**config.mk**
```make
export PLATFORM = sky130hd
export DESIGN_NAME = mulUnitTop
export DESIGN_NICKNAME = d
export VERILOG_FILES = /design/src/source/mulCtrlPkg.sv /design/src/source/mulOpPkg.sv /design/src/source/mulSequencer.sv /design/src/source/mulUnitTop.sv /design/src/source/reuseTracker.sv /design/src/source/shiftAddDatapath.sv
export SDC_FILE = /design/constraint.sdc
export NUM_CORES = 1
export LEC_CHECK = 0
export BUFFER_PORTS_ARGS = -buffer_cell sky130_fd_sc_hd__buf_2
export CORE_UTILIZATION = 33
export DETAILED_ROUTE_END_ITERATION = 16
export SYNTH_ARGS = -nofsm -noshare
export SYNTH_HDL_FRONTEND = slang
export SYNTH_HIERARCHICAL = 1
export SYNTH_SLANG_ARGS = --single-unit
```
**constraint.sdc**
```tcl
create_clock -name clk -period 7.8 [get_ports clk]
set_input_delay 0.78 -clock clk [delete_from_list [all_inputs] [get_ports clk]]
set_output_delay 0.78 -clock clk [all_outputs]
set_load 0.03 [all_outputs]
```
**src/source/mulCtrlPkg.sv**
```systemverilog
package mulCtrlPkg;

  typedef enum logic [1:0] {
    IDLE,
    LOAD,
    STEP,
    FINISH
  } mulState_e;

  // sequencer to datapath command
  typedef struct packed {
    logic capture;
    logic step;
    // subtract instead of add on the sign bit of the multiplier
    logic lastStep;
  } dpCmd_t;

endpackage

```
**src/source/mulOpPkg.sv**
```systemverilog
package mulOpPkg;

  // multiply opcodes, unused codes fall back to MUL
  typedef enum logic [2:0] {
    MUL    = 3'b000,
    MULH   = 3'b001,
    MULHSU = 3'b010,
    MULHU  = 3'b011
  } mulOp_e;

  // operand extension and result half, decoded from the opcode
  typedef struct packed {
    logic lUnsigned;
    logic rUnsigned;
    logic highHalf;
  } opFormat_t;

endpackage

```
**src/source/mulSequencer.sv**
```systemverilog
`timescale 1ns/1ns

module mulSequencer import mulCtrlPkg::*; #(
  parameter int parallelism = 32
) (
  input  logic   clk,
  input  logic   rstN,
  input  logic   start,
  input  logic   hit,
  output logic   accept,
  output logic   computed,
  output dpCmd_t cmd,
  output logic   busy,
  output logic   done
);

  localparam int cntWidth = $clog2(parallelism + 1);
  localparam logic [cntWidth-1:0] lastCount = cntWidth'(parallelism);

  mulState_e           state;
  mulState_e           nextState;
  logic [cntWidth-1:0] stepCnt;
  logic                finalStep;

  // requests are taken only from IDLE
  assign accept    = start && (state == IDLE);
  assign computed  = accept && !hit;
  assign finalStep = (state == STEP) && (stepCnt == lastCount);

  assign cmd.capture  = accept;
  assign cmd.step     = (state == STEP);
  assign cmd.lastStep = finalStep;

  always_comb begin
    nextState = state;
    case (state)
      IDLE: begin
        if (accept) begin
          nextState = hit ? FINISH : LOAD;
        end
      end
      LOAD: begin
        nextState = STEP;
      end
      STEP: begin
        if (finalStep) begin
          nextState = FINISH;
        end
      end
      default: begin
        nextState = IDLE;
      end
    endcase
  end

  always_ff @(posedge clk) begin
    if (!rstN) begin
      state <= IDLE;
    end else begin
      state <= nextState;
    end
  end

  // parallelism+1 steps, count 0 to parallelism
  always_ff @(posedge clk) begin
    if (!rstN) begin
      stepCnt <= '0;
    end else if (state == LOAD) begin
      stepCnt <= '0;
    end else if (state == STEP) begin
      stepCnt <= stepCnt + 1'b1;
    end
  end

  // busy only on the miss path, drops with the done pulse
  always_ff @(posedge clk) begin
    if (!rstN) begin
      busy <= 1'b0;
      done <= 1'b0;
    end else begin
      done <= (state == FINISH);
      if (state == LOAD) begin
        busy <= 1'b1;
      end else if (state == FINISH) begin
        busy <= 1'b0;
      end
    end
  end

endmodule

```
**src/source/mulUnitTop.sv**
```systemverilog
`timescale 1ns/1ns

module mulUnitTop import mulOpPkg::*, mulCtrlPkg::*; #(
  parameter int parallelism = 32
) (
  input  logic                   clk,
  input  logic                   rstN,
  input  logic                   start,
  input  mulOp_e                 opCode,
  input  logic [parallelism-1:0] lOp,
  input  logic [parallelism-1:0] rOp,
  output logic [parallelism-1:0] result,
  output logic                   busy,
  output logic                   done
);

  logic   accept;
  logic   computed;
  logic   hit;
  dpCmd_t cmd;

  reuseTracker #(.parallelism(parallelism)) tracker (
    .clk      (clk),
    .rstN     (rstN),
    .opCode   (opCode),
    .lOp      (lOp),
    .rOp      (rOp),
    .accept   (accept),
    .computed (computed),
    .hit      (hit)
  );

  mulSequencer #(.parallelism(parallelism)) sequencer (
    .clk      (clk),
    .rstN     (rstN),
    .start    (start),
    .hit      (hit),
    .accept   (accept),
    .computed (computed),
    .cmd      (cmd),
    .busy     (busy),
    .done     (done)
  );

  shiftAddDatapath #(.parallelism(parallelism)) datapath (
    .clk    (clk),
    .rstN   (rstN),
    .cmd    (cmd),
    .opCode (opCode),
    .lOp    (lOp),
    .rOp    (rOp),
    .result (result)
  );

endmodule

```
**src/source/reuseTracker.sv**
```systemverilog
`timescale 1ns/1ns

module reuseTracker import mulOpPkg::*; #(
  parameter int parallelism = 32
) (
  input  logic                   clk,
  input  logic                   rstN,
  input  mulOp_e                 opCode,
  input  logic [parallelism-1:0] lOp,
  input  logic [parallelism-1:0] rOp,
  input  logic                   accept,
  input  logic                   computed,
  output logic                   hit
);

  mulOp_e                 prevOpCode;
  logic [parallelism-1:0] prevLOp;
  logic [parallelism-1:0] prevROp;
  logic                   prevValid;

  logic lEqual;
  logic rEqual;
  logic opMatch;
  logic prevHigh;

  // nothing stored until the first computed request
  always_ff @(posedge clk) begin
    if (!rstN) begin
      prevValid <= 1'b0;
    end else if (computed) begin
      prevValid <= 1'b1;
    end
  end

  always_ff @(posedge clk) begin
    if (computed) begin
      prevOpCode <= opCode;
      prevLOp    <= lOp;
      prevROp    <= rOp;
    end
  end

  assign lEqual = (lOp == prevLOp);
  assign rEqual = (rOp == prevROp);

  // any high-half run also leaves the low half in the product registers
  assign prevHigh = (prevOpCode == MULH) || (prevOpCode == MULHSU) ||
                    (prevOpCode == MULHU);

  always_comb begin
    opMatch = 1'b0;
    if (opCode == prevOpCode) begin
      opMatch = 1'b1;
    end else if ((opCode == MUL) && prevHigh) begin
      opMatch = 1'b1;
    end
  end

  assign hit = accept && prevValid && lEqual && rEqual && opMatch;

endmodule

```
**src/source/shiftAddDatapath.sv**
```systemverilog
`timescale 1ns/1ns

module shiftAddDatapath import mulOpPkg::*, mulCtrlPkg::*; #(
  parameter int parallelism = 32
) (
  input  logic                   clk,
  input  logic                   rstN,
  input  dpCmd_t                 cmd,
  input  mulOp_e                 opCode,
  input  logic [parallelism-1:0] lOp,
  input  logic [parallelism-1:0] rOp,
  output logic [parallelism-1:0] result
);

  opFormat_t curFmt;
  opFormat_t fmtQ;

  // operands extended to parallelism+1 bits
  logic [parallelism:0] lExt;
  logic [parallelism:0] rExt;
  logic [parallelism:0] mcandQ;
  logic [parallelism:0] mplierQ;

  // product pair, high accumulator and low multiplier/product bits
  logic [parallelism:0] prodHi;
  logic [parallelism:0] prodLo;
  logic                 firstStep;

  logic [parallelism:0]   curHi;
  logic [parallelism:0]   curLo;
  logic [parallelism+1:0] addend;
  logic [parallelism+1:0] sum;

  always_comb begin
    case (opCode)
      MULH: begin
        curFmt = '{lUnsigned: 1'b0, rUnsigned: 1'b0, highHalf: 1'b1};
      end
      MULHSU: begin
        curFmt = '{lUnsigned: 1'b1, rUnsigned: 1'b0, highHalf: 1'b1};
      end
      MULHU: begin
        curFmt = '{lUnsigned: 1'b1, rUnsigned: 1'b1, highHalf: 1'b1};
      end
      default: begin
        curFmt = '{lUnsigned: 1'b0, rUnsigned: 1'b0, highHalf: 1'b0};
      end
    endcase
  end

  assign lExt = curFmt.lUnsigned ? {1'b0, lOp} : {lOp[parallelism-1], lOp};
  assign rExt = curFmt.rUnsigned ? {1'b0, rOp} : {rOp[parallelism-1], rOp};

  // first step starts from a clear accumulator and the fresh multiplier,
  // so a capture on a hit leaves the product pair intact
  assign curHi = firstStep ? '0 : prodHi;
  assign curLo = firstStep ? mplierQ : prodLo;

  assign addend = curLo[0] ? {mcandQ[parallelism], mcandQ} : '0;

  always_comb begin
    if (cmd.lastStep) begin
      sum = {curHi[parallelism], curHi} - addend;
    end else begin
      sum = {curHi[parallelism], curHi} + addend;
    end
  end

  always_ff @(posedge clk) begin
    if (!rstN) begin
      firstStep <= 1'b0;
    end else if (cmd.capture) begin
      firstStep <= 1'b1;
    end else if (cmd.step) begin
      firstStep <= 1'b0;
    end
  end

  always_ff @(posedge clk) begin
    if (cmd.capture) begin
      fmtQ    <= curFmt;
      mcandQ  <= lExt;
      mplierQ <= rExt;
    end
  end

  // add then arithmetic shift right of the pair
  always_ff @(posedge clk) begin
    if (cmd.step) begin
      prodHi <= sum[parallelism+1:1];
      prodLo <= {sum[0], curLo[parallelism:1]};
    end
  end

  // high half sits one bit above the low half boundary
  always_comb begin
    if (fmtQ.highHalf) begin
      result = {prodHi[parallelism-2:0], prodLo[parallelism]};
    end else begin
      result = prodLo[parallelism-1:0];
    end
  end

endmodule

```
==> results.json <==
{
  "hold_buffers": 0,
  "syn_nets": 1022,
  "design_area_sq_um": 12900,
  "hold_depth": 1,
  "fin_crit_ns": 5.06,
  "postSynthAreaPerCell_sq_um": 12.3,
  "tns_ns": 0,
  "num_antenna_cells": 0,
  "core-area_sq_um": 33400,
  "postCtsResizedCells": 0,
  "clk_path_buf_depth": 3,
  "cp_num_buf_inv": 0,
  "swShare_pct": 39.3,
  "routed_wl_microns": 27300,
  "slew_violations": 0,
  "routabilityCongestion": 0.876,
  "routedWlPerCell_microns": 18.5,
  "hold_end": "tracker/prevValid$_SDFFE_PN0P_",
  "maxCapViolations": 0,
  "io_buffers": 103,
  "register_area_sq_um": 6250,
  "synth-seq-cells": 212,
  "num-fill-cells": 3229,
  "start_util_pct": 33.5,
  "slew_headroom_pct": 31.5,
  "r2r_end": "datapath/prodHi[30]$_DFFE_PP_",
  "fin_skew_ns": 0.00900,
  "holdWs_ns": 0.472,
  "drc": 0,
  "grt_overflow": 0,
  "num_rows": 67,
  "crit_required_ns": 8.06,
  "critPathMaxFanout": 36,
  "initialDrtViolationCount": 415,
  "routed_via_density": 4.99,
  "netlist_instances": 910,
  "htree_levels": 1,
  "postCtsSetupBuffers": 0,
  "grtUsageMet1_pct": 22.2,
  "top_usage_layer": "met2",
  "final_nets": 1123,
  "numPlacedInstances": 1435,
  "first_pass_iters": 5,
  "p_per_area_nw_per_um2": 436,
  "status": "completed",
  "p_leak_nw": 4.70,
  "gr-usage-all-layers_pct": 15.9,
  "min_from": "tracker/prevValid$_SDFFE_PN0P_",
  "gr-usage-met2_pct": 25.4,
  "die_x_microns": 186,
  "cts-root-buf": "clkbuf_16",
  "finalNonFillerCells": 1475,
  "io_pins": 104,
  "ys.flop_type": "edfxtp_1",
  "end_kind": "flop",
  "ys_seq_area_share_pct": 55.8,
  "clk_pin_slew_ns": 0.07,
  "internal_power_mw": 3.42,
  "synth_edf_count": 200,
  "max_slew.worst_pin.slew_ns": 1.02,
  "setup_viol": 0,
  "grt_pass1_vias": 7150,
  "layout-drive-gt1-share_pct": 22.2,
  "rsz0062_at_grt": "no",
  "cp_slowest_cell": "o21ai_1",
  "critPathKind": "flop to flop",
  "vias": 7358,
  "critPathTopFamily": "compound AO/OA/AOI/OAI gates",
  "crit_path_start_kind": "flop",
  "die_y_microns": 186,
  "post-dp-hpwl_microns": 20100,
  "yosysWarnings": 6,
  "cp_data_arrival_time_ns": 5.31,
  "syn2layout_area_growth_pct": 15.3,
  "async_flop_share_pct": 0,
  "die_area_sq_um": 34700,
  "syn_area_sq_um": 11200,
  "multi_input_area_sq_um": 4740,
  "comb_power_share_pct": 46.8,
  "path_cells": "mux2_2, nand2_1, ha_1, o21ai_1, o211ai_1, ha_1, nand2_1, a2111oi_0, nor2_1, o21bai_1, a31oi_1, o41ai_2, a221oi_1, xnor2_1",
  "clock_power_share_pct": 18.3,
  "p_sw_mw": 2.21,
  "antenna_found_initial": 2,
  "dpl_cell_area_sq_um": 12200,
  "hold_path_class": "flop to flop",
  "grt_pass1_wl_microns": 41400,
  "cts_sinks": 212,
  "slowest_delay_ns": 0.83,
  "clock_latency_ns": 0.51,
  "cts_tree": "built",
  "grt_start_max_net_pins": 71,
  "fmax_mhz": 198,
  "yosysUniqueCellTypes": 61,
  "cts_buffers": 22,
  "seqPwrFrac_pct": 34.9,
  "gr-usage-met3_pct": 2.28,
  "ir_worst_vdd_v": 0.000255,
  "r2r_cells": 14,
  "finalHoldViolCount": 0,
  "finalCritPeriodShare_pct": 64.8,
  "postRouteAntennaNets": 0,
  "ff2ff_setup_slack_ns": 2.74,
  "r2r-start": "datapath/firstStep$_SDFFE_PN0P_"
}
==> layer usage <==
| metal | up-vias | wire (microns) |
|---|---|---|
| met2 | 201 | 12500 |
| met3 | 43 | 1170 |
| met1 | 3524 | 12900 |
| li1 | 3590 | - |
| met5 | - | 0 |
| met4 | 0 | 725 |
==> worst reg2reg max path, stage by stage, from the launching register on <==
cell	delay [ns]
dfxtp_2	0.32
mux2_2	0.64
nand2_1	0.19
ha_1	0.33
o21ai_1	0.83
o211ai_1	0.21
ha_1	0.43
nand2_1	0.09
a2111oi_0	0.42
nor2_1	0.14
o21bai_1	0.18
a31oi_1	0.22
o41ai_2	0.47
a221oi_1	0.17
xnor2_1	0.16
==> power groups by stage <==
stage / sequential (mW) / combinational [mW] / clock, mW
after floorplan: 1.91 / 2.03 / 0
after global placement: 1.98 / 2.64 / 0
after detailed placement: 1.99 / 2.63 / 0
after CTS: 1.97 / 2.65 / 1.06
after global routing: 2.00 / 2.92 / 1.10
final: 1.96 / 2.64 / 1.03
==> layout by cell type (no fill, tap or decap), types with 6 or more instances in the layout <==
| cell | n |
|---|---|
| edfxtp_1 | 200 |
| buf_2 | 103 |
| xor2_1 | 73 |
| mux2_2 | 65 |
| nand2_1 | 54 |
| a21oi_1 | 53 |
| nor2_1 | 50 |
| xnor2_1 | 41 |
| nor2b_1 | 40 |
| ha_1 | 40 |
| nand3_1 | 26 |
| inv_1 | 24 |
| clkbuf_16 | 23 |
| o21ai_0 | 19 |
| a21o_1 | 16 |
| nor3_1 | 14 |
| a31oi_1 | 14 |
| o211ai_1 | 13 |
| nor4_1 | 12 |
| dfxtp_1 | 11 |
| nand4_1 | 10 |
| and3_1 | 9 |
| o21a_1 | 9 |
| nand2b_1 | 8 |
| clkbuf_1 | 6 |
| mux2i_1 | 6 |
| buf_4 | 6 |
==> how the worst max path moves through the flow <==
stage	to	start	cells after the start	slack (ns)
5_1_grt	datapath/prodHi[26]$_DFFE_PP_	datapath/firstStep$_SDFFE_PN0P_	14	2.21
3_3_place_gp	datapath/prodHi[32]$_DFFE_PP_	datapath/firstStep$_SDFFE_PN0P_	14	2.77
4_1_cts	datapath/prodHi[30]$_DFFE_PP_	datapath/firstStep$_SDFFE_PN0P_	14	2.69
6_report	datapath/prodHi[30]$_DFFE_PP_	datapath/firstStep$_SDFFE_PN0P_	14	2.74
3_5_place_dp	datapath/prodHi[26]$_DFFE_PP_	datapath/firstStep$_SDFFE_PN0P_	14	2.66
2_1_floorplan	datapath/prodHi[30]$_DFFE_PP_	sequencer/state[0]$_SDFFE_PN0P_	20	2.05
==> through the flow <==
stage	setup WS, ns	utilization (%)	total power, mW
final	2.74	38.6	5.63
after global routing	2.21	38.6	6.02
after CTS	2.69	38.6	5.67
after detailed placement	2.66	36.5	4.62
after global placement	2.77	36.5	4.62
after floorplan	2.05	-	3.93
==> logic make-up (layout without fill, tap and decap cells) <==
kind of cell             after synthesis  count (layout)  share of synthesized area, %
AO/OA/AOI/OAI                        162             162                          9.33
AND/OR/NAND/NOR                      253             253                          12.1
XOR/XNOR                             114             114                          8.92
adder cells (fa/ha/maj)               42              42                          4.76
buffers and inverters                 56             173                          2.01
multiplexers                          71              71                          7.08
flip-flops                           212             212                          55.8
==> synthesized netlist by cell type, types with 2 or more instances <==
library cell	instances	share of area, %
clkbuf_1	19	0.64
nand2b_1	8	0.45
nand3_1	26	1.2
mux2_2	65	6.5
inv_1	24	0.80
a21oi_1	53	2.4
nand2_1	54	1.8
o311ai_0	3	0.23
xnor2_1	41	3.2
o21ai_0	20	0.89
and3_1	9	0.50
nand3b_1	3	0.20
dfxtp_1	12	2.1
a21o_1	16	1.1
nor4_1	12	0.67
mux2i_1	6	0.54
o21a_1	9	0.60
nor2_1	51	1.7
o211ai_1	13	0.87
buf_2	3	0.13
a311o_1	2	0.18
o21bai_1	5	0.34
a211oi_1	3	0.20
a22oi_1	2	0.13
nor3b_1	2	0.13
nand4_1	10	0.56
and4_1	2	0.16
a31oi_1	14	0.78
edfxtp_1	200	54
buf_4	3	0.20
nor3_1	14	0.63
o31ai_1	3	0.20
ha_1	41	4.6
nor2b_1	41	2.3
a21boi_0	5	0.34
xor2_1	73	5.7
or3_1	4	0.22
nor3_2	2	0.18
o22ai_1	3	0.17
buf_1	7	0.23
and2_1	4	0.22
nor4_2	4	0.45
==> sequential cells by signal, indices dropped and copies added (netlist names) <==
register            cells
tracker/prevROp        32
datapath/prodHi        33
sequencer/done          1
datapath/fmtQ           1
sequencer/stepCnt       6
sequencer/busy          1
datapath/mcandQ        33
datapath/prodLo        33
datapath/mplierQ       33
tracker/prevValid       1
datapath/firstStep      1
tracker/prevOpCode      3
tracker/prevLOp        32
sequencer/state         2
==> final cells by class <==
type                       instances  share of cell area [%]
timing repair buffer             109                    4.34
clock inverter                    10                   0.727
inverter                          24                   0.698
clock buffer                      30                    4.74
multi-input combinational        642                    36.8
tap                              448                    4.34
sequential                       212                    48.4
Note: power is estimated with default switching activity, not from simulation.
